<file path="config.mk">
export PLATFORM = sky130hd
export DESIGN_NAME = syst_drain
export DESIGN_NICKNAME = d
export VERILOG_FILES = /design/src/design/syst_pkg.sv /design/src/design/syst_drain.sv
export SDC_FILE = /design/constraint.sdc
export NUM_CORES = 1
export LEC_CHECK = 0
export ABC_AREA = 0
export BUFFER_PORTS_ARGS = -buffer_cell sky130_fd_sc_hd__clkbuf_2
export CORE_MARGIN = 3
export CORE_UTILIZATION = 29
export CTS_BUF_LIST = sky130_fd_sc_hd__clkbuf_4 sky130_fd_sc_hd__clkbuf_8
export DETAILED_ROUTE_END_ITERATION = 7
export GPL_TIMING_DRIVEN = 0
export PLACE_DENSITY = 0.92
export SETUP_SLACK_MARGIN = 0.15
export SLEW_MARGIN = 10
export SYNTH_ARGS = -nofsm -noshare
export SYNTH_HDL_FRONTEND = slang
export SYNTH_SLANG_ARGS = --single-unit
</file>
<file path="constraint.sdc">
create_clock -name i_clk -period 1.7 [get_ports i_clk]
set_clock_uncertainty 0.15 [all_clocks]
set_input_delay 0.255 -clock i_clk [delete_from_list [all_inputs] [get_ports i_clk]]
set_output_delay 0.255 -clock i_clk [all_outputs]
set_load 0.005 [all_outputs]
</file>
<file path="src/design/syst_pkg.sv">
// Shared lane, vector and routing types; lane width and vector length are fixed here for all nodes
package syst_pkg;

	// ========================================
	// Vector geometry
	// ========================================
	// Lane width in bits
	localparam int DBW = 8;
	// Lanes per vector
	localparam int VSIZE = 4;

	// One unsigned lane, sums wrap at 2^DBW
	typedef logic [DBW-1:0] lane_t;
	// Packed vector, lane 0 sits in the low bits
	typedef lane_t [VSIZE-1:0] vec_t;

	// ========================================
	// Routing
	// ========================================
	// Where a node takes its vector from in a step
	typedef enum logic [1:0] {
		SRC_SELF  = 2'd0,
		SRC_LEFT  = 2'd1,
		SRC_RIGHT = 2'd2
	} src_sel_e;

	// Per-node routing for one step, 4 bits
	typedef struct packed {
		src_sel_e src;
		logic     to_right;
		logic     to_left;
	} syst_type_t;

	// Step operations issued by the host
	typedef enum logic [1:0] {
		OP_LOCAL       = 2'd0,
		OP_BCAST_RIGHT = 2'd1,
		OP_BCAST_LEFT  = 2'd2
	} step_op_e;

endpackage

</file>
<file path="src/design/syst_drain.sv">
// Starts only while no step is pending; one idle cycle sits between consecutive results
`timescale 1ns/1ps

module syst_drain import syst_pkg::*; #(
	parameter int N_NODES = 4,
	localparam int NIW = (N_NODES > 1) ? $clog2(N_NODES) : 1
) (
	input  logic               i_clk,
	input  logic               i_reset,
	// Drain start from host
	input  logic               i_drain_rdy,
	output logic               o_drain_ack,
	// Step pending in the controller
	input  logic               i_busy,
	output logic               o_active,
	// Accumulators of all nodes
	input  vec_t               i_acc [N_NODES],
	// Result stream to host
	output logic               o_res_rdy,
	input  logic               i_res_ack,
	output logic [NIW-1:0]     o_res_node,
	output vec_t               o_res_data,
	// Read-clear strobe, one bit per node
	output logic [N_NODES-1:0] o_clear
);

	typedef enum logic [1:0] {IDLE, SEND, NEXT} drain_state_e;

	drain_state_e   state_q;
	logic [NIW-1:0] idx_q;

	// ========================================
	// Outputs
	// ========================================
	always_comb begin
		o_drain_ack = (state_q == IDLE) && i_drain_rdy && !i_busy;
		o_active    = (state_q != IDLE);
		o_res_rdy   = (state_q == SEND);
		o_res_node  = idx_q;
		o_res_data  = i_acc[idx_q];
		o_clear     = '0;
		// Accepted result clears its node on the same edge
		if (state_q == SEND && i_res_ack) begin
			o_clear[idx_q] = 1'b1;
		end
	end

	// ========================================
	// Walk nodes 0 to N_NODES-1
	// ========================================
	always_ff @(posedge i_clk) begin
		if (i_reset) begin
			state_q <= IDLE;
			idx_q   <= '0;
		end else begin
			case (state_q)
				IDLE: begin
					if (o_drain_ack) begin
						state_q <= SEND;
						idx_q   <= '0;
					end
				end
				SEND: begin
					if (i_res_ack) begin
						// Last node ends the drain
						state_q <= (idx_q == NIW'(N_NODES - 1)) ? IDLE : NEXT;
					end
				end
				NEXT: begin
					idx_q   <= idx_q + 1'b1;
					state_q <= SEND;
				end
				default: begin
					state_q <= IDLE;
				end
			endcase
		end
	end

endmodule

</file>
# After elaboration in Yosys (flattened, before gate mapping)
# Index checks and enable logic that the tools add are counted.
# classes
add_sub_neg,1
n_mul,0
div,0
n_lt_le_gt_ge,3
n_eq_ne,5
shift,0
mux,12
bitwise_logic,1
n_reduce_logical,10
# ops
op,count
32-bit binary-select mux with 2-bit select,1
32-bit two-way mux,2
2-bit two-way mux,4
2-bit one-hot mux with 3 select lines,1
"2-bit equality test, second input constant",2
1-bit logical AND,4
4-bit two-way mux,1
2-bit one-hot mux with 2 select lines,1
2-bit AND reduction,2
2-bit nonzero test,2
"3-bit greater-or-equal comparator, second input constant",1
"2-bit by 3-bit < comparator with 1-bit output, second input constant",1
2-bit NOT with 3-bit output,1
"2-bit by 1-bit adder with 2-bit output, second input constant",1
1-bit demux with 2-bit select,1
"2-bit by 1-bit equality test with 1-bit output, second input constant",1
"2-bit by 1-bit greater-or-equal comparator with 1-bit output, second input constant",1
2-bit zero test,1
"2-bit by 1-bit != test with 1-bit output, second input constant",1
"2-bit != test, second input constant",1
1-bit zero test,1
1-bit two-way mux,1
# totals
regBits,4
latch_bits,0
ram_bits,0
rom_bits,0
inputBits,133
output_inout_bits,41
word_cells,34
mem_count,0

# Depth between registers and ports, before layout
# depth
ltp_word,5
depth_mapped,6
mapped_depth_nobuf,4

# Worst setup path before layout
# No wires, ideal clock.
# synth_timing
path_kind,register to output
startpoint,register idx_q[0] (netlist: o_res_node[0])
endpoint,output port o_res_data[0] (netlist name)
arrival_time_ps,1196
required_time_ps,1295
setup_slack_ps,99
path_stages_with_launch,4
n_path_buf,2
path_cell_list,dfxtp_1 buf_6 buf_12 mux4_2
# synth_lines
item,line,rtl
start: declaration,syst_drain.sv:30,logic [NIW-1:0] idx_q;
start signal: assignment,syst_drain.sv:70,idx_q <= idx_q + 1'b1;
end: declaration,syst_drain.sv:22,"output vec_t o_res_data,"

==> flow_metrics.env <==
export IMPL_tightest_slew_ns=0.272
export IMPL_synthesis_nets=208
export IMPL_final_common_cell="clkbuf_2"
export IMPL_yosys_area_top_type="mux4_2"
export IMPL_violations="setup timing"
export IMPL_dp_hpwl_um=4450
export IMPL_yosysSeqAreaShare_pct=7.36
export IMPL_yosys_warnings=0
export IMPL_dr_pass1_iters=6
export IMPL_start_util_pct=31.4
export IMPL_rsz0062_at_grt="true"
export IMPL_crit_chain="buf_12, clkbuf_16, mux4_2, clkbuf_2"
export IMPL_cts_tree="done"
export IMPL_overflow=0
export IMPL_crit_path_end_kind="output port"
export IMPL_slew_violations=0
export IMPL_drcViolationCount=0
export IMPL_multi_input_area_um2=953
export IMPL_io_pins=174
export IMPL_die_w_um=67.3
export IMPL_synth_xor_area_share_pct=0
export IMPL_r2r_start="o_res_node[0]$_SDFFE_PP0P_"
export IMPL_maxSlewHeadroom_pct=81.7
export IMPL_leakagePower_nw=1.17
export IMPL_gr_usage_all_layers_pct=20.4
export IMPL_synth_area_leaders="mux4_2, mux4_1, dfxtp_1, buf_12, ha_1"
export IMPL_place_area_mm2=0.00202
export IMPL_period_share_pct=112
export IMPL_drive_above_1_share_pct=93.8
export IMPL_synthSimpleGateAreaFrac_pct=7.36
export IMPL_synth_seq_cells=4
export IMPL_nNetsFinal=396
export IMPL_fmax_mhz=526
export IMPL_htreeDepth=1
export IMPL_required_ns=1.29
export IMPL_ys_types=21
export IMPL_dieArea_mm2=0.00452
export IMPL_holdBufCountCts=0
export IMPL_rrSetupSlack_ns=0.19
export IMPL_vdd_drop_max_mv=0.425
export IMPL_setup_violations=34
export IMPL_wl_um=5300
export IMPL_drtIter0Drc=58
export IMPL_vias=1544
export IMPL_cts_made_buffers=3
export IMPL_hold_viol=0
export IMPL_port_buffer_count=173
export IMPL_worst_path_max_delay_cell="mux4_2"
export IMPL_clk_pin_slew_worst_paths_ns=0.03
export IMPL_fin_ws_ns=-0.202
export IMPL_core_region_area_mm2=0.00347
export IMPL_final_area_mm2=0.00233
export IMPL_cts_sinks=4
export IMPL_n_antenna_cell=0
export IMPL_p_per_area_mw_per_mm2=296
export IMPL_cp_max_fo=7
export IMPL_netlist_area_mm2=0.00109
export IMPL_cp_arrival_ns=1.50
export IMPL_hold_path_class="in2reg"
export IMPL_clk_latency_ns=0.22
export IMPL_final_cell_mix="clkbuf_2, mux4_2, buf_12, buf_6, buf_4"
export IMPL_avgViaCountPerCell=5.10
export IMPL_cp_endpoint="o_res_data[4]"
export IMPL_synth_mux_area_share_pct=67.6
export IMPL_synth_top_area_share_pct=57.9
export IMPL_post_route_min_period_ns=1.90
export IMPL_std_cell_rows=21
export IMPL_synthAdderAreaFrac_pct=4.60
export IMPL_reg2reg_depth=6
export IMPL_final_setup_tns_ns=-5.74
export IMPL_nFillCells=288
export IMPL_ant_nets=0
export IMPL_crit_path_max_incr_delay_ns=0.49
export IMPL_globalplace_congestion=0.827
export IMPL_die_h_um=67.3
export IMPL_r2r_end="o_res_node[1]$_SDFFE_PP0P_"
export IMPL_cts_root_buf="clkbuf_8"
export IMPL_clock_path_buffers=2
export IMPL_path_class="reg2out"
export IMPL_grt_antenna_before_repair=0
export IMPL_grt_pass1_wl_um=6960
export IMPL_synth_top_family_by_area="multiplexers"
export IMPL_synth_compound_gate_area_share_pct=3.68
export IMPL_startpoint_type="flip-flop"
export IMPL_max_cap_violations=0
export IMPL_syn_avg_cell_area_um2=15.3
export IMPL_grt_max_degree=11
export IMPL_wl_per_cell_um=17.5
export IMPL_critical_path_startpoint="o_res_node[0]$_SDFFE_PP0P_"
export IMPL_synthCells=71
export IMPL_syn_to_final_growth_pct=114
export IMPL_grt_pass1_vias=1553
export IMPL_outcome="finished, violations left"
export IMPL_ff_latch_area_um2=86.3
-- routing by layer --
layer	wire length, µm	track usage [%]	part of all wire, %	vias up
li1	-	-	-	692
met1	1700	20.9	32	734
met2	2940	39.9	55	105
met3	560	4.83	11	13
met4	103	7.09	1.9	0
met5	0	0	0	-
-- flip-flops by register name, summed over array words and instances, names as in the netlist --
| signal | cells |
|---|---|
| o_res_node | 2 |
| state_q | 2 |
-- how the worst min path moves through the flow --
stage | from | to | cells past startpoint
3_3_place_gp | i_reset | state_q[1]$_SDFFE_PP0P_ | 2
4_1_cts | i_reset | state_q[1]$_SDFFE_PP0P_ | 2
3_5_place_dp | i_reset | state_q[1]$_SDFFE_PP0P_ | 2
5_1_grt | i_reset | o_res_node[1]$_SDFFE_PP0P_ | 2
6_report | i_reset | o_res_node[1]$_SDFFE_PP0P_ | 2
2_1_floorplan | i_reset | o_res_node[1]$_SDFFE_PP0P_ | 1
-- timing repair --
item                       in CTS  in global routing
setup endpoints to repair      38                 38
pin swaps                       0                  2
gates cloned                    2                  2
setup buffers                   4                  2
resized for setup              24                 14
-- cell families after synthesis --
kind of cell / after synthesis
multiplexers: 32
AND/OR/NAND/NOR: 15
adder cells (fa/ha/maj): 4
flip-flops: 4
buffers and inverters: 11
AO/OA/AOI/OAI: 5
-- cell usage after synthesis --
cell,number
o31a_1,1
o21ba_2,1
buf_2,4
or2_2,1
nor2b_1,2
inv_1,3
a32oi_1,1
nand2b_1,1
mux4_1,4
mux4_2,28
and2_1,1
nor3_1,1
dfxtp_1,4
nand2_1,3
nor2_1,2
and3_1,4
buf_12,3
o31ai_1,1
buf_6,1
a21oi_1,1
ha_1,4
-- report_power, final --
part	leakage, nW	switching [mW]	total [mW]	internal, mW
clock	0.0216	0.0534	0.205	0.151
combinational	1.11	0.129	0.384	0.255
sequential	0.0342	0.00496	0.102	0.0972
-- critical path: cells and delay by family (launching register included) --
family | cells | cell delay [ns]
buf+inv | 3 | 0.43
flops | 1 | 0.35
mux | 1 | 0.49
-- cell type report --
type / instances / share of cell area, %
Clock buffer: 3 / 1.77
Inverter: 3 / 0.805
Timing Repair Buffer: 183 / 45.2
Multi-Input combinational cell: 56 / 40.9
Tap cell: 46 / 2.47
Buffer: 8 / 5.20
Sequential cell: 4 / 3.70
-- metrics by stage --
step / total power [mW] / instances / util [%] / setup WS, ns / hold WS, ns
2_1_floorplan: 0.235 / 71 / - / 0.150 / 0.174
3_3_place_gp: 0.444 / 290 / 58.1 / -0.0417 / 0.333
3_5_place_dp: 0.457 / 290 / 58.1 / -0.0545 / 0.338
4_1_cts: 0.678 / 299 / 63.6 / -0.215 / 0.113
5_1_grt: 0.731 / 303 / 67.2 / -0.245 / 0.134
6_report: 0.691 / 303 / 67.2 / -0.202 / 0.125
Power figures use the tool's default switching activity.
