**config.mk**
```make
export PLATFORM = sky130hd
export DESIGN_NAME = syst_node
export DESIGN_NICKNAME = d
export VERILOG_FILES = /design/src/design/syst_pkg.sv /design/src/design/syst_alu.sv /design/src/design/syst_node.sv /design/src/design/syst_switch.sv
export SDC_FILE = /design/constraint.sdc
export NUM_CORES = 1
export LEC_CHECK = 0
export BUFFER_PORTS_ARGS = -buffer_cell sky130_fd_sc_hd__buf_2
export CORE_ASPECT_RATIO = 0.7
export CORE_MARGIN = 2
export CORE_UTILIZATION = 50
export CTS_CLUSTER_DIAMETER = 150
export DETAILED_ROUTE_END_ITERATION = 10
export HOLD_SLACK_MARGIN = 0.15
export PLACE_DENSITY_LB_ADDON = 0.25
export SLEW_MARGIN = 20
export SYNTH_ARGS = -nofsm -noshare
export SYNTH_HDL_FRONTEND = slang
export SYNTH_HIERARCHICAL = 1
export SYNTH_SLANG_ARGS = --single-unit
```
**constraint.sdc**
```tcl
create_clock -name i_clk -period 3.95 [get_ports i_clk]
set_input_delay 0.79 -clock i_clk [delete_from_list [all_inputs] [get_ports i_clk]]
set_output_delay 0.79 -clock i_clk [all_outputs]
set_load 0.02 [all_outputs]
```
**src/design/syst_pkg.sv**
```systemverilog
// Shared lane, vector and routing types; lane width and vector length are fixed here for all nodes
package syst_pkg;

	// ========================================
	// Vector geometry
	// ========================================
	// Lane width in bits
	localparam int DBW = 8;
	// Lanes per vector
	localparam int VSIZE = 4;

	// One unsigned lane, sums wrap at 2^DBW
	typedef logic [DBW-1:0] lane_t;
	// Packed vector, lane 0 sits in the low bits
	typedef lane_t [VSIZE-1:0] vec_t;

	// ========================================
	// Routing
	// ========================================
	// Where a node takes its vector from in a step
	typedef enum logic [1:0] {
		SRC_SELF  = 2'd0,
		SRC_LEFT  = 2'd1,
		SRC_RIGHT = 2'd2
	} src_sel_e;

	// Per-node routing for one step, 4 bits
	typedef struct packed {
		src_sel_e src;
		logic     to_right;
		logic     to_left;
	} syst_type_t;

	// Step operations issued by the host
	typedef enum logic [1:0] {
		OP_LOCAL       = 2'd0,
		OP_BCAST_RIGHT = 2'd1,
		OP_BCAST_LEFT  = 2'd2
	} step_op_e;

endpackage

```
**src/design/syst_alu.sv**
```systemverilog
// Lane-wise add wraps modulo 2^DBW; a clear blocks any add in the same cycle
`timescale 1ns/1ps

module syst_alu import syst_pkg::*; (
	input  logic i_clk,
	input  logic i_reset,
	// Vector to accumulate
	input  logic i_in_rdy,
	output logic o_in_ack,
	input  vec_t i_in_data,
	// Read-and-clear from the drain
	input  logic i_clear,
	output vec_t o_acc
);

	vec_t acc_q;
	vec_t sum;

	// Lane sums, carries never cross lanes
	always_comb begin
		for (int l = 0; l < VSIZE; l++) begin
			sum[l] = lane_t'(acc_q[l] + i_in_data[l]);
		end
	end

	// Never stalls except under a clear
	assign o_in_ack = !i_clear;

	always_ff @(posedge i_clk) begin
		if (i_reset) begin
			acc_q <= '0;
		end else if (i_clear) begin
			// Clear wins over a pending add
			acc_q <= '0;
		end else if (i_in_rdy) begin
			acc_q <= sum;
		end
	end

	assign o_acc = acc_q;

endmodule

```
**src/design/syst_node.sv**
```systemverilog
// One chain node; neighbours see the switch output only while its rdy toward them is high
`timescale 1ns/1ps

module syst_node import syst_pkg::*; (
	input  logic       i_clk,
	input  logic       i_reset,
	// Register write from the controller
	input  logic       i_wr_en,
	input  vec_t       i_wr_data,
	// Step handshake and routing
	input  logic       i_step_rdy,
	output logic       o_step_ack,
	input  syst_type_t i_type,
	// Inputs from the neighbours
	input  logic       i_left_rdy,
	output logic       o_left_ack,
	input  vec_t       i_left_data,
	input  logic       i_right_rdy,
	output logic       o_right_ack,
	input  vec_t       i_right_data,
	// Outputs to the neighbours, one data bus for both
	output logic       o_to_right_rdy,
	input  logic       i_to_right_ack,
	output logic       o_to_left_rdy,
	input  logic       i_to_left_ack,
	output vec_t       o_out_data,
	// Accumulator readout
	input  logic       i_clear,
	output vec_t       o_acc
);

	// Vector register
	vec_t vreg_q;

	always_ff @(posedge i_clk) begin
		if (i_reset) begin
			vreg_q <= '0;
		end else if (i_wr_en) begin
			vreg_q <= i_wr_data;
		end
	end

	// Switch to ALU handshake
	logic alu_rdy;
	logic alu_ack;

	syst_switch u_switch (
		.i_clk         (i_clk),
		.i_reset       (i_reset),
		.i_from_rp_rdy (i_step_rdy),
		.o_from_rp_ack (o_step_ack),
		.i_syst_type   (i_type),
		.i_rp_data     (vreg_q),
		.i_src0_rdy    (i_left_rdy),
		.o_src0_ack    (o_left_ack),
		.i_src0_data   (i_left_data),
		.i_src1_rdy    (i_right_rdy),
		.o_src1_ack    (o_right_ack),
		.i_src1_data   (i_right_data),
		.o_dst0_rdy    (o_to_right_rdy),
		.i_dst0_ack    (i_to_right_ack),
		.o_dst1_rdy    (o_to_left_rdy),
		.i_dst1_ack    (i_to_left_ack),
		.o_alu_rdy     (alu_rdy),
		.i_alu_ack     (alu_ack),
		.o_data        (o_out_data)
	);

	// ALU adds the same vector the neighbours see
	syst_alu u_alu (
		.i_clk     (i_clk),
		.i_reset   (i_reset),
		.i_in_rdy  (alu_rdy),
		.o_in_ack  (alu_ack),
		.i_in_data (o_out_data),
		.i_clear   (i_clear),
		.o_acc     (o_acc)
	);

endmodule

```
**src/design/syst_switch.sv**
```systemverilog
// Source and type must stay stable while rdy is held; acks are combinational through the chain
`timescale 1ns/1ps

module syst_switch import syst_pkg::*; (
	input  logic       i_clk,
	input  logic       i_reset,
	// Step from the controller, carries the routing type
	input  logic       i_from_rp_rdy,
	output logic       o_from_rp_ack,
	input  syst_type_t i_syst_type,
	// Own register contents
	input  vec_t       i_rp_data,
	// src0 comes from the left neighbour
	input  logic       i_src0_rdy,
	output logic       o_src0_ack,
	input  vec_t       i_src0_data,
	// src1 comes from the right neighbour
	input  logic       i_src1_rdy,
	output logic       o_src1_ack,
	input  vec_t       i_src1_data,
	// dst0 goes right, dst1 goes left
	output logic       o_dst0_rdy,
	input  logic       i_dst0_ack,
	output logic       o_dst1_rdy,
	input  logic       i_dst1_ack,
	// Accumulator input
	output logic       o_alu_rdy,
	input  logic       i_alu_ack,
	// Selected vector, shared by all destinations
	output vec_t       o_data
);

	// ========================================
	// Source select
	// ========================================
	logic src_rdy;
	logic src_ack;

	always_comb begin
		src_rdy = 1'b0;
		o_data  = i_rp_data;
		case (i_syst_type.src)
			SRC_LEFT: begin
				src_rdy = i_from_rp_rdy && i_src0_rdy;
				o_data  = i_src0_data;
			end
			SRC_RIGHT: begin
				src_rdy = i_from_rp_rdy && i_src1_rdy;
				o_data  = i_src1_data;
			end
			default: begin
				// Own register is always available
				src_rdy = i_from_rp_rdy;
			end
		endcase
	end

	// ========================================
	// Broadcast to three destinations
	// ========================================
	// Bit 0 right, bit 1 left, bit 2 ALU
	logic [2:0] dst_en;
	logic [2:0] dst_ack;
	logic [2:0] pending;
	logic [2:0] sent_q;

	// Disabled destinations count as done
	assign dst_en  = {1'b1, i_syst_type.to_left, i_syst_type.to_right};
	assign dst_ack = {i_alu_ack, i_dst1_ack, i_dst0_ack};
	assign pending = dst_en & ~sent_q;

	assign o_dst0_rdy = src_rdy && pending[0];
	assign o_dst1_rdy = src_rdy && pending[1];
	assign o_alu_rdy  = src_rdy && pending[2];

	// Last outstanding destination completes the source
	assign src_ack = src_rdy && (&(~pending | dst_ack));

	// Ack back only toward the selected source
	assign o_from_rp_ack = src_ack;
	assign o_src0_ack    = src_ack && (i_syst_type.src == SRC_LEFT);
	assign o_src1_ack    = src_ack && (i_syst_type.src == SRC_RIGHT);

	// Remember destinations served while others still stall
	always_ff @(posedge i_clk) begin
		if (i_reset) begin
			sent_q <= '0;
		end else if (src_ack) begin
			sent_q <= '0;
		end else if (src_rdy) begin
			sent_q <= sent_q | (pending & dst_ack);
		end
	end

endmodule

```
# After elaboration in Yosys (flattened, before gate mapping)
# Index checks and enable logic that the tools add are counted.
totals:
  memories: 0
  romBits: 0
  latchBits: 0
  input_bits: 109
  output_inout_bits: 69
  ramBits: 0
  regBits: 67
  word_cells: 35
classes:
  n_addsub: 4
  div_mod_pow: 0
  multipliers: 0
  n_shift: 0
  bitwise: 6
  n_reduce_logical: 12
  eq_ne: 2
  magnitude_cmp: 0
  mux: 2
op_table:
  columns: ["cell", "n"]
  rows:
  - ["$pmux W32 S2", 1]
  - ["$add A8 B8 Y8", 4]
  - ["$logic_and A1 B1 Y1", 8]
  - ["$and A3 B3 Y3", 2]
  - ["$not A3 Y3", 2]
  - ["$or A3 B3 Y3", 2]
  - ["$reduce_or A2 Y1", 2]
  - ["$reduce_and A3 Y1", 1]
  - ["$eq A2 B1 Y1 const B", 1]
  - ["$eq A2 B2 Y1 const B", 1]
  - ["$pmux W1 S2", 1]
  - ["$logic_not A1 Y1", 1]

# Depth between registers and ports, before layout
logic_depth:
  ltp_word: 7
  depth_mapped: 14

# Modules after synthesis
# Netlist, hierarchy kept.
modules_own_cells:
  columns: ["module", "n_inst", "area_each_um2", "cells_per_inst", "seq_area_each_um2"]
  rows:
  - ["syst_alu", 1, 2478.6, 302, 640.6]
  - ["syst_node", 1, 1163.6, 103, 640.6]
  - ["syst_switch", 1, 853.3, 141, 60.1]

# Worst setup path after synthesis
# OpenSTA, ideal clock, no wires.
synth_path:
  path_kind: "input port to flip-flop"
  from: "in i_type[2] in the netlist's numbering"
  to: "reg u_alu.acc_q (netlist bit u_alu/o_acc[14])"
  t_arrival_ns: 3.607
  path_stages: 13
  setup_slack_ns: 0.281
  required_time_ns: 3.888
  setup_ns: 0.062
  path_cell_list: "inv_1 -> ha_1 -> buf_2 -> clkbuf_1 -> o21ai_0 -> ha_1 -> inv_1 -> fa_1 -> nor2b_1 -> o21a_1 -> o21bai_1 -> a2111o_1 -> nand3_1"
synth_rtl:
  columns: ["item", "line", "text"]
  rows:
  - ["start: declaration", "syst_node.sv:13", "input syst_type_t i_type,"]
  - ["end signal: assignment", "syst_alu.sv:36", "acc_q <= sum;"]
  - ["end: declaration", "syst_alu.sv:16", "vec_t acc_q;"]

# Worst setup path in the final report
layout_path:
  from: "in i_type[2] in the netlist's numbering"
  to: "reg u_alu.acc_q (netlist bit u_alu/o_acc[6])"
layout_via:
  elab_chain_len: 3
  elab_cells_between_ends: 6
  classes_between: "1 x add/sub; 2 x eq/ne; 2 x mux; 1 x reduce/logical"
layout_lines:
  columns: ["item", "line", "text"]
  rows:
  - ["$eq A2 B2 Y1 or $eq A2 B1 Y1 (tied branches)", "syst_switch.sv:42", "case (i_syst_type.src)"]
  - ["$pmux W32 S2 or $pmux W1 S2 (tied branches)", "syst_switch.sv:42", null]
  - ["$add A8 B8 Y8 or $logic_and A1 B1 Y1 (tied branches)", "syst_alu.sv:22, syst_switch.sv:74", null]
# Parallel ways exist; a longest one is shown, timed or not.
# A chain may end at the register's enable or synchronous reset.

==> flow_metrics.py <==
metrics = {
    "status": {
        "run_status": "finished, final reports clean",
    },
    "synth": {
        "ys_ff_latch": 67,
        "synth_largest_area_cell": "dfxtp_1",
        "synth_warnings": 6,
        "synthAdderAreaFrac": 0.101,
        "syn_avg_cell_area_um2": 8.23,
        "synth-simple-area-share": 0.201,
        "synthMuxAreaShare": 0.0957,
        "synth.distinct_cells": 46,
        "synth_cells": 546,
        "ys_seq_area_frac": 0.298,
        "synthArstFlopShare": 0,
        "synth_top_area_frac": 0.298,
        "ys.flop_type": "dfxtp_1",
        "syn_area_um2": 4500,
        "synth_fp_nets": 689,
        "synth_top_family_by_area": "compound AO/OA/AOI/OAI gates",
        "synth-xor-area-share": 0,
        "synth_edf_count": 0,
        "ys_top_cells_by_area": "dfxtp_1, mux2i_1, ha_1",
        "synth_compound_area_frac": 0.239,
    },
    "setup_path": {
        "crit_type": "in -> reg",
        "r2r_cells": 10,
        "critPathMaxStageDelay_ps": 670,
        "crit_family": "adder cells",
        "crit_path_frequent_cell": "inv_1",
        "cp_cell_sequence": "buf_2 -> inv_1 -> ha_2 -> buf_12 -> nand2_1 -> o21ai_0 -> ha_1 -> inv_1 -> fa_1 -> nor2b_1 -> o21a_1 -> o21bai_1 -> a2111o_1 -> nand3_1",
        "crit_buf_inv": 4,
        "critical_path_depth": 14,
        "end_kind": "register",
        "start_kind": "input pin",
        "slowest_stage": "ha_2",
        "arrival_ps": 3690,
        "crit_fanout": 33,
        "required_ps": 4220,
    },
    "floorplanning": {
        "chipWidth_um": 117,
        "num_io_pins": 178,
        "rows": 28,
        "initial_core_util": 0.524,
        "die-area_um2": 9780,
        "die_y_um": 83.3,
        "core_um2": 8580,
    },
    "drt": {
        "drcViolationCount": 0,
        "wl_per_cell_um": 16.0,
        "finalWirelength_um": 13400,
        "dr.pass1.iters": 5,
        "avgViaCountPerCell": 5.68,
        "antenna_left": 0,
        "vias": 4758,
        "drt_iter0_drc": 343,
    },
    "global_routing": {
        "antenna_found_initial": 1,
        "grt_usage": 0.270,
        "grt_pass1_wl_um": 21500,
        "overflow": 0,
        "grt_max_degree": 38,
        "grt_pass1_vias": 4487,
    },
    "pwr": {
        "peakVddDrop_v": 0.000275,
        "powerDensity_nw_per_um2": 346,
        "leakage_nw": 2.73,
    },
    "timing": {
        "fin_crit_ps": 3420,
        "relSlewSlack": 0.327,
        "setup_viol": 0,
        "clock_skew_ps": 6.03,
        "final.setup.tns_ps": 0,
        "drv_slew": 0,
        "post-route-period-util": 0.865,
        "report.final.hold_viol_count": 0,
        "tightest_slew_ps": 1010,
        "clock.fmax_ghz": 0.293,
        "rsz0062_at_grt": "no",
    },
    "clocking": {
        "ctsHoldBuffers": 0,
        "cts_tree": "yes",
        "clock_path_buffers": 2,
        "cts_setup_buffers": 0,
        "clockRootBuffer": "clkbuf_16",
        "h-tree-depth": 3,
        "cts.sinks": 67,
        "clk_pin_slew_ps": 50,
        "clk_latency_ps": 330,
        "cts-buffers-inserted": 9,
        "cts_resized": 0,
    },
    "placement": {
        "hpwlAfterDp_um": 10100,
        "gp_congestion": 0.934,
        "portBuffers": 177,
        "post-place-cells": 821,
    },
    "worst_hold_path": {
        "hp-class": "reg -> reg",
        "hold_depth": 2,
    },
    "finish": {
        "instances_no_fill": 837,
        "syn_to_final_growth_pct": 27.2,
        "final_common_cell": "buf_2",
        "mostFrequentLayoutCells": "buf_2, dfxtp_1, nor2_1",
        "fillCellCount": 747,
        "drive_gt1_frac": 0.297,
        "nets": 855,
    },
    "run": {
        "drv_cap": 0,
    },
}
worst register-to-register path, cell delays in order (launching register included):
cell and delay, ps:
dfxtp_1 340, nand2_1 60, o21ai_0 130, ha_1 280, inv_1 80, fa_1 390, nor2b_1 200, o21a_1 170
o21bai_1 90, a2111o_1 370, nand3_1 80
metal layers:
| layer | global-route usage | share of wire | vias up |
|---|---|---|---|
| li1 | - | - | 2337 |
| met1 | 0.352 | 0.45 | 2197 |
| met2 | 0.423 | 0.45 | 208 |
| met3 | 0.0955 | 0.080 | 16 |
| met4 | 0.0789 | 0.013 | 0 |
| met5 | 0 | 0 | - |
state kept, by name, indices dropped and copies added (netlist names):
register,cells
u_alu/o_acc,32
vreg_q,32
u_switch/sent_q,3
report_power, final:
part | switching, mW | internal (mW) | leakage [nW]
registers | 0.0213 | 0.708 | 0.548
logic | 0.296 | 0.193 | 2.04
clock network | 0.278 | 0.483 | 0.136
stage by stage:
step | total power, mW | cell area (um^2) | hold slack (ps) | setup WS [ps] | utilization
5_1_grt | 2.08 | 5720 | 522 | 371 | 0.666
6_report | 1.98 | 5720 | 493 | 532 | 0.666
2_1_floorplan | 1.06 | 4500 | 460 | 281 | -
3_5_place_dp | 1.22 | 5440 | 474 | 281 | 0.634
4_1_cts | 1.99 | 5710 | 492 | 550 | 0.666
3_3_place_gp | 1.21 | 5440 | 452 | 437 | 0.634
path summary, 6_finish.rpt:
kind / start / endpoint / slack [ps]
worst max-delay path: i_type[2] / u_alu/o_acc[6] / 530
worst max register to register: vreg_q[0] / u_alu/o_acc[6] / 1710
worst min-delay path: u_alu/o_acc[7] / u_alu/o_acc[7] / 490
worst min register to register: u_alu/o_acc[7] / u_alu/o_acc[7] / 490
final cells by class:
type,instances,area [um^2],share of cell area
flip-flops and latches,67,1340,0.235
clock inverters,3,40.0,0.00700
diodes,1,2.50,0.000438
multi-input cells,424,2870,0.502
well taps,120,150,0.0263
inverters,19,71.3,0.0125
clock buffers,12,236,0.0414
repair buffers,191,1000,0.176
synthesized netlist by cell type (12+ instances only):
master    instances
a22oi_1          32
clkbuf_1         19
nor3_1           30
nor2_1           57
o21ai_0          39
ha_1             30
mux2i_1          40
a21oi_1          20
inv_1            18
dfxtp_1          67
nand2_1          45
a211oi_1         12
nor2b_1          15
cell families after synthesis:
group                      after synthesis
and+or+nand+nor                        191
AOI/OAI and AO/OA                      157
DFF                                     67
buffers and inverters                   55
muxes                                   42
adders and majority gates               34
No activity file was read; power rests on OpenSTA's default activity.
