[config.mk]
export PLATFORM = sky130hd
export DESIGN_NAME = syst_cmd_ctrl
export DESIGN_NICKNAME = d
export VERILOG_FILES = /design/src/design/syst_pkg.sv /design/src/design/syst_cmd_ctrl.sv
export SDC_FILE = /design/constraint.sdc
export NUM_CORES = 1
export LEC_CHECK = 0
export BUFFER_PORTS_ARGS = -buffer_cell sky130_fd_sc_hd__buf_4
export CAP_MARGIN = 10
export CORE_UTILIZATION = 25
export CTS_BUF_LIST = sky130_fd_sc_hd__clkbuf_2
export CTS_CLUSTER_DIAMETER = 120
export CTS_CLUSTER_SIZE = 8
export DETAILED_ROUTE_END_ITERATION = 8
export PLACE_DENSITY_LB_ADDON = 0.05
export SLEW_MARGIN = 0
export SYNTH_ARGS = -nofsm -noshare
export SYNTH_HDL_FRONTEND = slang
export SYNTH_SLANG_ARGS = --single-unit
[constraint.sdc]
create_clock -name i_clk -period 0.8 [get_ports i_clk]
set_input_delay 0.16 -clock i_clk [delete_from_list [all_inputs] [get_ports i_clk]]
set_output_delay 0.16 -clock i_clk [all_outputs]
set_load 0.005 [all_outputs]
[src/design/syst_pkg.sv]
// Shared lane, vector and routing types; lane width and vector length are fixed here for all nodes
package syst_pkg;

	// ========================================
	// Vector geometry
	// ========================================
	// Lane width in bits
	localparam int DBW = 8;
	// Lanes per vector
	localparam int VSIZE = 4;

	// One unsigned lane, sums wrap at 2^DBW
	typedef logic [DBW-1:0] lane_t;
	// Packed vector, lane 0 sits in the low bits
	typedef lane_t [VSIZE-1:0] vec_t;

	// ========================================
	// Routing
	// ========================================
	// Where a node takes its vector from in a step
	typedef enum logic [1:0] {
		SRC_SELF  = 2'd0,
		SRC_LEFT  = 2'd1,
		SRC_RIGHT = 2'd2
	} src_sel_e;

	// Per-node routing for one step, 4 bits
	typedef struct packed {
		src_sel_e src;
		logic     to_right;
		logic     to_left;
	} syst_type_t;

	// Step operations issued by the host
	typedef enum logic [1:0] {
		OP_LOCAL       = 2'd0,
		OP_BCAST_RIGHT = 2'd1,
		OP_BCAST_LEFT  = 2'd2
	} step_op_e;

endpackage

[src/design/syst_cmd_ctrl.sv]
// Steps win over loads; no step or load is acked while a drain runs; N_NODES must be at least 2
`timescale 1ns/1ps

module syst_cmd_ctrl import syst_pkg::*; #(
	parameter int N_NODES = 4,
	localparam int NIW = (N_NODES > 1) ? $clog2(N_NODES) : 1
) (
	input  logic               i_clk,
	input  logic               i_reset,
	// Load channel from host
	input  logic               i_load_rdy,
	input  logic [NIW-1:0]     i_load_node,
	input  vec_t               i_load_data,
	output logic               o_load_ack,
	// Register write strobes to the nodes
	output logic [N_NODES-1:0] o_wr_en,
	output vec_t               o_wr_data,
	// Step channel from host
	input  logic               i_step_rdy,
	input  step_op_e           i_step_op,
	output logic               o_step_ack,
	// Per-node step handshake
	output logic [N_NODES-1:0] o_step_rdy,
	output syst_type_t         o_type [N_NODES],
	input  logic [N_NODES-1:0] i_node_ack,
	// Drain coordination
	input  logic               i_drain_active,
	output logic               o_busy
);

	// ========================================
	// Step completion
	// ========================================
	// Nodes that already consumed the current step
	logic [N_NODES-1:0] done_q;
	logic               step_go;

	// Step may only run outside a drain
	assign step_go = i_step_rdy && !i_drain_active;
	// Nodes still owed the step see rdy
	assign o_step_rdy = {N_NODES{step_go}} & ~done_q;
	// Complete once every node acked now or earlier
	assign o_step_ack = step_go && (&(done_q | (i_node_ack & o_step_rdy)));
	// A held step keeps the drain from starting
	assign o_busy = i_step_rdy;

	always_ff @(posedge i_clk) begin
		if (i_reset) begin
			done_q <= '0;
		end else if (o_step_ack) begin
			done_q <= '0;
		end else if (step_go) begin
			done_q <= done_q | (i_node_ack & o_step_rdy);
		end
	end

	// ========================================
	// Routing decode
	// ========================================
	always_comb begin
		for (int k = 0; k < N_NODES; k++) begin
			// LOCAL by default, own register, nothing passed
			o_type[k].src      = SRC_SELF;
			o_type[k].to_right = 1'b0;
			o_type[k].to_left  = 1'b0;
			case (i_step_op)
				OP_BCAST_RIGHT: begin
					// Node 0 sources, the rest take from the left
					if (k != 0) begin
						o_type[k].src = SRC_LEFT;
					end
					o_type[k].to_right = (k != N_NODES - 1);
				end
				OP_BCAST_LEFT: begin
					// Mirror, last node sources
					if (k != N_NODES - 1) begin
						o_type[k].src = SRC_RIGHT;
					end
					o_type[k].to_left = (k != 0);
				end
				default: begin
				end
			endcase
		end
	end

	// ========================================
	// Loads
	// ========================================
	// Same-cycle ack when no step and no drain
	assign o_load_ack = i_load_rdy && !i_step_rdy && !i_drain_active;
	assign o_wr_data  = i_load_data;

	always_comb begin
		for (int k = 0; k < N_NODES; k++) begin
			o_wr_en[k] = o_load_ack && (i_load_node == NIW'(k));
		end
	end

endmodule

---- Word level (Yosys, flattened, before mapping) ----
Index checks and enable logic that the tools add are counted.
word-level totals
  bits in registers ....................... 4
  input port bits ......................... 45
  output and inout port bits .............. 59
  word-level logic and storage cells ...... 28
cells by class
  eq/ne operators ......................... 5
  mux-type cells .......................... 5
  bitwise logic cells ..................... 4
  reductions and logical operators ........ 13
operator list
  cell                number
  $and 4x4->4         2
  $logic_and 1x1->1   8
  $eq 2x2->1 const B  3
  $eq 2x1->1 const B  2
  $mux 2              2
  $not 4->4           1
  $or 4x4->4          1
  $pmux 2 s2          1
  $reduce_and 4->1    1
  $logic_not 1->1     2
  $logic_not 2->1     1
  $mux 1              2
  $reduce_or 2->1     1

---- Logic depth before layout (Yosys ltp) ----
Gate-level depths: netlist of the first run.
  depth in word-level cells ............... 8
  gate-level depth with buffers ........... 5
  depth with buffers taken out ............ 5

---- Worst setup path after synthesis of the first run ----
Ideal clock, no wire load.
  path kind ............................... flip-flop to flip-flop
  start point ............................. register done_q[0]
  end point ............................... register done_q[1]
  setup time .............................. 0.127 ns
  arrival ................................. 0.769 ns
  data required time ...................... 0.673 ns
  setup slack ............................. -0.096 ns
  cell stages (with the launch flop) ...... 4
  buffers on the path ..................... 0
  clock period less this slack ............ 0.896 ns
  path through ............................ dfxtp_1 -> nor2_1 -> nor4_4 -> nor3_1
on the way
  longest elaborated chain between the ends .. 7
ends and longest elaborated chain
  element                             RTL line             RTL
  start: declaration                  syst_cmd_ctrl.sv:35  logic [N_NODES-1:0] done_q;
  start signal: assignment            syst_cmd_ctrl.sv:53  done_q <= done_q | (i_node_ack & o_step_rdy);
  $not 4->4                           syst_cmd_ctrl.sv:41  assign o_step_rdy = {N_NODES{step_go}} & ~done_q;
  $and 4x4->4                         syst_cmd_ctrl.sv:41
  $and 4x4->4                         syst_cmd_ctrl.sv:43  assign o_step_ack = step_go && (&(done_q | (i_node_ack & o_step_rdy)));
  $or 4x4->4 *                        syst_cmd_ctrl.sv:43
  $reduce_and 4->1 *                  syst_cmd_ctrl.sv:43
  $logic_and 1x1->1 *                 syst_cmd_ctrl.sv:43
  named net o_step_ack                syst_cmd_ctrl.sv:21  output logic o_step_ack,
  $reduce_or 2->1 (no source line) *  -
Mark *: on every way through the listed nets, which the timed path passes. The rest lies on a longest branch.
A chain may end at the register's enable or synchronous reset.

---- Worst setup path after layout of the first run ----
  start point ............................. register done_q[0]
  end point ............................... output o_step_ack
on the way
  longest elaborated chain between the ends .. 6
ends and longest elaborated chain
  element              RTL line
  $not 4->4            syst_cmd_ctrl.sv:41
  $and 4x4->4          syst_cmd_ctrl.sv:41
  $and 4x4->4          syst_cmd_ctrl.sv:43
  $or 4x4->4 *         syst_cmd_ctrl.sv:43
  $reduce_and 4->1 *   syst_cmd_ctrl.sv:43
  $logic_and 1x1->1 *  syst_cmd_ctrl.sv:43
  end: declaration     syst_cmd_ctrl.sv:21
Mark *: on every way between the ends. The rest lies on a longest branch, timed or not.

==> metrics.md, run 1 <==
| Metric | Value |
|---|---|
| Max reg flops | `4` |
| Hold crit path type | `input pin to register` |
| Critical path class | `register to primary output` |
| VDD IR max | `0.746 mV` |
| Sequential area share after synthesis | `13.0%` |
| Biggest regs | `done_q: 4 flops` |
| Crit Path Max Fanout | `2` |
| Clock Skew | `0.000683 ns` |
| RSZ-0062 raised after global routing | `true` |
| Final Cycle Share | `144%` |
| Crit-path cells | `nor2_2, nor4_4, buf_4` |
| Vias in the first global route | `453` |
| Mapped Area | `616 um2` |
| Clock buffer depth | `2` |
| Status | `finished, violations left` |
| Clock-pin slew on the worst setup and hold paths | `around 0.04 ns` |
| Arr. time, crit path | `0.99 ns` |
| DRC | `0` |
| Syn Area/Cell | `roughly 7.5 um2` |
| Largest net degree at the start of global routing | `7` |
| Drt via density | `around 4.2` |
| Clk_lat worst skew | `0.20 ns` |
| Synth cell types | `15` |
| Initial antenna violation count | `0` |
| H-tree depth | `1` |
| Critical Path Start Type | `register` |
| Fin. max-slew vios | `0` |
| Power Total | `755 uW` |
| Share of the synthesized area in the top cell type | `57.3%` |
| Slowest stage delay, CP | `0.32 ns` |
| Count of final setup violators | `14` |
| First-pass GRT wire length | `roughly 1900 um` |
| Crit path required time | `about 0.64 ns` |
| Synth Flop Type | `dfxtp_1` |
| GRT Resource Usage Total | `9.21%` |
| Placer Congestion | `0.611` |
| Period minus WS final | `1.15 ns` |
| Area Growth Syn to Fin | `36.4%` |
| Cells after Synth | `82` |
| Core area | `around 0.0023 mm2` |
| CTS tree | `built` |
| CP endpoint kind | `primary output` |
| Fin. Hold Viols | `0` |
| Violated checks | `setup timing` |
| Fmax | `about 870 MHz` |
| Final HPWL DP | `964 um` |
| CP max-delay cell | `dfxtp_2` |
| Crit path from | `done_q[0]` |
| Total wire length | `roughly 1300 um` |
| CTS Hold Bufs | `0` |
| Crit path buffers/inverters | `1` |
| Initial Util | `27.0%` |
| Power Density | `900 mW/mm2` |
| Synthesized flop and latch total | `4` |
| Finished Cell Area | `approximately 840 um2` |
| Die area | `0.00266 mm2` |
| RR Startpoint | `done_q[0]` |
| Initial drt markers | `2` |
| Max_cap viols | `0` |
| Hold_sp | `i_reset` |
| Overflow after GRT | `0` |
| Yosys top cell by area | `buf_4` |
| Clk sinks | `4` |
| Leak Pwr | `about 0.40 nW` |
| Register bank with the most flops | `done_q` |
| Synth area leaders | `buf_4, dfxtp_1, nor3_1` |
| Antenna-violating nets left | `0` |
| Area after DPL | `636 um2` |
| Drt first pass iters | `2` |
| Via Count | `between 400 and 500` |
| DP Worst Slack | `-0.201 ns` |
| Final antenna diode count | `0` |
| Warnings from Yosys | `0` |
| Port Buf Inserts | `35` |
| Layout net count | `132` |
| Delay-heaviest family, CP | `flip-flops` |
| Ports | `between 100 and 150` |
| Total CTS buffers | `3` |
| Root buffer cell | `clkbuf_2` |
| Final WS setup | `-0.348 ns` |
| Die X | `51.6 um` |
| Share of cells above drive strength 1 | `85.9%` |
| Asr flop ratio synth | `0%` |
| Die Y | `51.6 um` |
| Avg WL per Cell | `11.3 um` |
| Core Rows | `17` |
| Number of enable flip-flop cells after synthesis | `0` |
-- what timing repair did --
action / CTS / global route
endpoints found under the hold margin: 0 / 0
gates resized for setup: 31 / 16
setup endpoints to repair: 26 / 14
gates cloned: 0 / 0
buffers inserted: 1 / 1
pin swaps: 11 / 3
-- power by group --
part	internal, mW	leakage [nW]	total (mW)	switching, mW
clock network	0.101	0.0125	0.178	0.0770
logic	0.204	0.354	0.353	0.149
registers	0.213	0.0344	0.225	0.0111
-- cell families after synthesis --
kind of cell | after synthesis | synth area share, %
AO/OA/AOI/OAI | 5 | 5.28
flip-flops | 4 | 13.0
other | 1 | 0.609
buffers and inverters | 48 | 57.9
AND/OR/NAND/NOR | 24 | 23.2
-- routing by layer --
metal	share of wire [%]	routed length, um	up-vias	GRT usage, %
met5	0	0	-	0
met4	1.0	13	0	6.31
met3	11	146	8	3.22
met2	53	684	31	16.0
met1	34	436	219	9.11
li1	-	-	220	-
-- Yosys cell counts (2+ instances only) --
| cell | instances |
|---|---|
| a21oi_1 | 4 |
| buf_4 | 47 |
| dfxtp_1 | 4 |
| nand2_1 | 2 |
| nor2_1 | 8 |
| nor2b_1 | 2 |
| nor3_1 | 7 |
-- stage by stage --
stage	util [%]	instances	hold slack, ns	setup TNS, ns
2_1_floorplan	-	85	0.232	-0.210
3_3_place_gp	27.9	109	0.320	-3.68
3_5_place_dp	27.9	109	0.320	-3.78
4_1_cts	33.4	112	0.139	-2.18
5_1_grt	36.9	113	0.152	-2.76
6_report	36.9	113	0.161	-2.11
-- final timing paths --
path,end,cells past startpoint,slack [ns]
worst max register to register,done_q[2],4,-0.15
worst max-delay path,o_step_ack,3,-0.35
worst min-delay path,done_q[1],2,0.16
worst min register to register,done_q[0],3,0.61
-- worst reg2reg max path, cell delays in order (launching register included) --
cell and delay [ns]:
dfxtp_2 0.32, nor2_2 0.05, nor4_4 0.26, buf_4 0.17, nor3_2 0.04
-- placed cells by master (no fill, tap or decap), drive strengths merged, types with 2 or more instances in the layout --
cell type / Yosys / routed
a21oi: 4 / 4
buf: 47 / 44
clkbuf: 0 / 3
conb: 1 / 4
dfxtp: 4 / 4
nand2: 2 / 2
nor2: 8 / 8
nor2b: 2 / 2
nor3: 7 / 7
-- cell type report --
| type | instances | area [um2] |
|---|---|---|
| fillers | 242 | 1440 |
| multi-input cells | 33 | 315 |
| flip-flops and latches | 4 | 85.1 |
| repair buffers | 44 | 383 |
| well taps | 28 | 35.0 |
| clock buffers | 3 | 15.0 |
| inverters | 1 | 6.26 |
Note: power is estimated with default switching activity, not from simulation.
==> run 2, diff against run 1 <==
Settings changed: SKIP_CTS_REPAIR_TIMING set to 1.
==> run 2 against run 1 <==
Net effect: the flow still finishes with violations (setup timing); sequential power about the same; setup slack is essentially flat; die area unchanged; non-clock buffer count rose by 2; cell count is 1.8% higher; clock skew about the same; maximum frequency hardly changed; clock power about the same; first-iteration DRC count grew to 3.0 times the previous value; largest cell class unchanged; largest power group unchanged.
==> metrics.md, run 2 (same netlist as run 1, synthesis figures left out) <==
| Metric | Value |
|---|---|
| Clk_lat worst skew | `0.20 ns (about the same)` |
| Total CTS buffers | `3 (unchanged)` |
| Die Y | `51.6 um (unchanged)` |
| Die X | `51.6 um (unchanged)` |
| Die area | `0.00266 mm2 (unchanged)` |
| Port Buf Inserts | `35 (unchanged)` |
| Placer Congestion | `0.611 (unchanged)` |
| DRC | `0 (unchanged)` |
| Fin. Hold Viols | `0 (unchanged)` |
| Register bank with the most flops | `done_q` |
| Clock buffer depth | `2 (unchanged)` |
| Leading cell type in the layout, fill and taps excluded | `buf_4` |
| GRT Resource Usage Total | `7.93% (-1.3 points)` |
| First-pass GRT wire length | `1600 um (-14%)` |
| Area Growth Syn to Fin | `37.4%` |
| Clk sinks | `4 (unchanged)` |
| Violated checks | `setup timing` |
| Power Density | `896 mW/mm2 (-0.43%)` |
| Crit path required time | `0.64 ns (about the same)` |
| Antenna-violating nets left | `0 (unchanged)` |
| Share of cells above drive strength 1 | `87.4% (+1.5 points)` |
| Via Count | `484 (+1.3%)` |
| VDD IR max | `0.741 mV (-0.61%)` |
| Count of final setup violators | `14 (unchanged)` |
| Max reg flops | `4 (unchanged)` |
| Crit Path Max Fanout | `2 (unchanged)` |
| Leak Pwr | `0.404 nW (+0.81%)` |
| Core Rows | `17 (unchanged)` |
| Clock-pin slew on the worst setup and hold paths | `0.04 ns (about the same)` |
| H-tree depth | `1 (unchanged)` |
| Initial antenna violation count | `0 (unchanged)` |
| Arr. time, crit path | `0.99 ns (about the same)` |
| Layout net count | `134 (+1.5%)` |
| Biggest regs | `done_q: 4 flops` |
| Power Total | `758 uW (+0.31%)` |
| Ports | `104 (unchanged)` |
| Hold crit path type | `input pin to register` |
| Overflow after GRT | `0 (unchanged)` |
| Final antenna diode count | `0 (unchanged)` |
| Avg WL per Cell | `11.1 um (-2.4%)` |
| Initial Util | `27.0% (unchanged)` |
| Period minus WS final | `1.15 ns (+0.000461 ns)` |
| Final WS setup | `-0.349 ns (-0.000461 ns)` |
| Fin. max-slew vios | `0 (unchanged)` |
| Max_cap viols | `0 (unchanged)` |
| Final Cycle Share | `144% (about the same)` |
| Commonest non-fill, non-tap cells in the layout | `buf_4, buf_6, nor2_4` |
| Status | `finished, violations left` |
| Critical path class | `register to primary output` |
| CTS tree | `built` |
| Drt via density | `4.21 (-0.51%)` |
| Fmax | `871 MHz (about the same)` |
| Final HPWL DP | `964 um (unchanged)` |
| Fin Hold WS | `0.158 ns (-0.00317 ns)` |
| Fillers | `241 (-0.41%)` |
| Clock Skew | `0.000322 ns (-0.000361 ns)` |
| Drt first pass iters | `4 (+2)` |
| RSZ-0062 raised after global routing | `true` |
| Root buffer cell | `clkbuf_2` |
| Core area | `0.00228 mm2 (unchanged)` |
| Vias in the first global route | `407 (-10%)` |
| Initial drt markers | `6 (+4)` |
| Critical Path Start Type | `register` |
| Total wire length | `1270 um (-0.63%)` |
| CP endpoint kind | `primary output` |
| Largest net degree at the start of global routing | `7 (unchanged)` |
==> run 2: worst max-delay path, stage by stage, from the launching register on <==
cell     delay, ns
dfxtp_2       0.34
nor2_4        0.04
nor4_4        0.25
buf_4         0.15
==> run 2: report_power, final <==
group / internal, mW / switching [mW]
Clock: 0.101 / 0.0762
Sequential: 0.214 / 0.0112
Combinational: 0.210 / 0.146
Total: 0.524 / 0.233
==> run 2: per-stage QoR <==
step	setup TNS, ns	std cells	cell area, um2	setup slack [ns]	util, %
6_report	-2.09	115	846	-0.349	37.2
5_1_grt	-2.79	115	846	-0.420	37.2
4_1_cts	-4.32	112	651	-0.391	28.6
3_5_place_dp	-3.78	109	636	-0.201	27.9
3_3_place_gp	-3.68	109	636	-0.220	27.9
2_1_floorplan	-0.210	85	631	-0.0822	-
==> run 2: worst paths after layout <==
| check | startpoint | depth (start not counted) | endpoint | slack (ns) |
|---|---|---|---|---|
| setup / recovery | done_q[0] | 3 | o_step_ack | -0.35 |
| hold / removal | i_reset | 2 | done_q[1] | 0.16 |
| setup reg to reg | done_q[0] | 4 | done_q[1] | -0.15 |
| hold reg to reg | done_q[1] | 3 | done_q[1] | 0.63 |
==> run 2: metal layers <==
layer | part of all wire [%] | global-route usage (%) | vias up | wire length (um)
met1 | 32 | 8.41 | 219 | 410
met4 | 1.0 | 6.31 | 0 | 13
met2 | 54 | 12.3 | 35 | 687
li1 | - | - | 222 | -
met5 | 0 | 0 | - | 0
met3 | 13 | 3.22 | 8 | 161
==> run 2: layout make-up <==
type                       count  area, um2  share of cell area (%)
timing repair buffer          46        398                    47.0
tap                           28       35.0                    4.14
clock buffer                   3       15.0                    1.78
multi-input combinational     33        307                    36.2
sequential                     4       85.1                    10.1
inverter                       1       6.26                   0.740
==> run 3, diff against run 2 <==
Settings changed: PLACE_DENSITY set to 0.89, PLACE_DENSITY_LB_ADDON 0.05 to unset.
==> run 3 against run 2 <==
Net effect: the run still ends with setup timing left; wire length grew 2.4%; utilization is 3.8 points lower; setup slack worse by 0.022 ns; critical path depth did not move; hold slack lost 0.0089 ns; global-route usage decreased by 0.061 points; count of clock-buffer cells in the layout did not move; maximum frequency decreased by 1.9%; total power shrank 5.7%; highest routed layer unchanged.
==> metrics.md, run 3 (same netlist as run 1, synthesis figures left out) <==
| Metric | Value |
|---|---|
| Core area | `0.00228 mm2 (unchanged)` |
| Area Growth Syn to Fin | `23.2%` |
| Root buffer cell | `clkbuf_2` |
| Clock Skew | `0.00221 ns (+0.00189 ns)` |
| Clk sinks | `4 (unchanged)` |
| DRC | `0 (unchanged)` |
| Antenna-violating nets left | `0 (unchanged)` |
| Critical path class | `register to primary output` |
| Clock power share | `25.0% (+1.6 points)` |
| Clock-pin slew on the worst setup and hold paths | `0.04 ns (about the same)` |
| Clk_lat worst skew | `0.20 ns (about the same)` |
| Sequential power share | `31.4% (+1.8 points)` |
| Power Total | `715 uW (-5.7%)` |
| VDD IR max | `0.455 mV (-39%)` |
| Crit-path cells | `nor2_2, nor4_4, buf_4` |
| GRT Resource Usage Total | `7.87% (-0.061 points)` |
| Power Density | `943 mW/mm2 (+5.2%)` |
| Multi-input logic area | `278 um2 (-9.4%)` |
| Total wire length | `1300 um (+2.4%)` |
| Fin Hold WS | `0.149 ns (-0.00887 ns)` |
| Drt first pass iters | `1 (-3)` |
| Final HPWL DP | `963 um (-0.10%)` |
| Violated checks | `setup timing` |
| Psw | `221 uW (-5.2%)` |
| Fraction of power spent switching nets | `30.9% (+0.14 points)` |
| Status | `finished, violations left` |
| Register Area | `85.1 um2 (unchanged)` |
| Arr. time, crit path | `1.01 ns (+0.02 ns)` |
| Drt via density | `4.39 (+4.3%)` |
| Initial Util | `27.0% (unchanged)` |
| Die area | `0.00266 mm2 (unchanged)` |
| Critical Path Start Type | `register` |
| Biggest regs | `done_q: 4 flops` |
| Die X | `51.6 um (unchanged)` |
| Via Count | `483 (-0.21%)` |
| Vias in the first global route | `365 (-10%)` |
| Fin. max-slew vios | `0 (unchanged)` |
| Crit path required time | `0.64 ns (about the same)` |
| First-pass GRT wire length | `1470 um (-8.2%)` |
| Crit Path Max Fanout | `2 (unchanged)` |
| Leak Pwr | `0.370 nW (-8.6%)` |
| H-tree depth | `1 (unchanged)` |
| Final Cycle Share | `146% (+2.7 points)` |
| Core Rows | `17 (unchanged)` |
| Initial antenna violation count | `0 (unchanged)` |
| Final antenna diode count | `0 (unchanged)` |
| Fillers | `240 (-0.41%)` |
| Final WS setup | `-0.370 ns (-0.0218 ns)` |
| Avg WL per Cell | `11.8 um (+7.0%)` |
| Combinational share of power | `43.7% (-3.3 points)` |
| Cell-internal power | `494 uW (-5.9%)` |
| Fin. Hold Viols | `0 (unchanged)` |
| Final core utilization | `33.3% (-3.8 points)` |
| RSZ-0062 raised after global routing | `true` |
| CTS tree | `built` |
| Port Buf Inserts | `35 (unchanged)` |
| Layout net count | `129 (-3.7%)` |
| Slowest stage delay, CP | `0.33 ns (about the same)` |
| Commonest non-fill, non-tap cells in the layout | `buf_4, buf_6` |
| Total CTS buffers | `3 (unchanged)` |
| Fmax | `854 MHz (-1.9%)` |
| Period minus WS final | `1.17 ns (+0.0218 ns)` |
| Max_cap viols | `0 (unchanged)` |
| Placer Congestion | `0.747 (+22%)` |
| Hold crit path type | `input pin to register` |
| Register bank with the most flops | `done_q` |
| Max reg flops | `4 (unchanged)` |
| Clock buffer depth | `2 (unchanged)` |
| Share of cells above drive strength 1 | `82.9% (-4.4 points)` |
| CP max-delay cell | `dfxtp_2` |
| Crit path buffers/inverters | `1 (unchanged)` |
| Die Y | `51.6 um (unchanged)` |
| CP endpoint kind | `primary output` |
| Delay-heaviest family, CP | `flip-flops` |
| DP Worst Slack | `-0.236 ns (-0.0346 ns)` |
| Leading cell type in the layout, fill and taps excluded | `buf_4` |
| Initial drt markers | `0 (-6)` |
| Overflow after GRT | `0 (unchanged)` |
| Largest net degree at the start of global routing | `7 (unchanged)` |
| Ports | `104 (unchanged)` |
| Count of final setup violators | `13 (-1)` |
-- run 3: changes by cell type in the layout (fill, tap and decap cells not counted), moves of 2 or more --
| cell | before | now |
|---|---|---|
| buf_6 | 12 | 7 |
| nor2_2 | 1 | 4 |
| nor3_1 | 2 | 4 |
| nor3_2 | 5 | 3 |
| nor2_4 | 6 | 3 |
-- run 3: worst paths after layout --
| check | startpoint | endpoint | slack, ns | cells after the start |
|---|---|---|---|---|
| setup / recovery | done_q[0] | o_step_ack | -0.37 | 3 |
| hold / removal | i_reset | done_q[2] | 0.15 | 2 |
| setup reg to reg | done_q[0] | done_q[1] | -0.17 | 4 |
| hold reg to reg | done_q[1] | done_q[1] | 0.64 | 3 |
-- run 3: final cells by class --
type | instances | area share [%]
timing repair buffer | 41 | 45.0
multi-input combinational | 33 | 36.6
sequential | 4 | 11.2
tap | 28 | 4.62
clock buffer | 3 | 1.98
inverter | 1 | 0.495
-- run 3: through the flow --
stage	TNS (ns)	area, um2	instances
after CTS	-4.47	628	109
final	-1.90	758	110
after detailed placement	-4.02	613	106
after global routing	-2.51	758	110
after floorplan	-0.210	631	85
after global placement	-3.24	613	106
-- run 3: power by group through the flow --
stage	registers, mW	logic, mW	clock network (mW)
floorplan	0.222	0.263	0
global placement	0.221	0.240	0
detailed placement	0.222	0.247	0
CTS	0.219	0.249	0.188
global route	0.225	0.335	0.210
finish	0.224	0.312	0.178
-- run 3: layer usage --
| layer | global-route usage, % | vias to the layer above | part of all wire [%] |
|---|---|---|---|
| met5 | 0 | - | 0 |
| met4 | 5.86 | 0 | 4.8 |
| met3 | 6.14 | 14 | 12 |
| met2 | 12.6 | 39 | 54 |
| met1 | 6.48 | 219 | 29 |
| li1 | - | 211 | - |
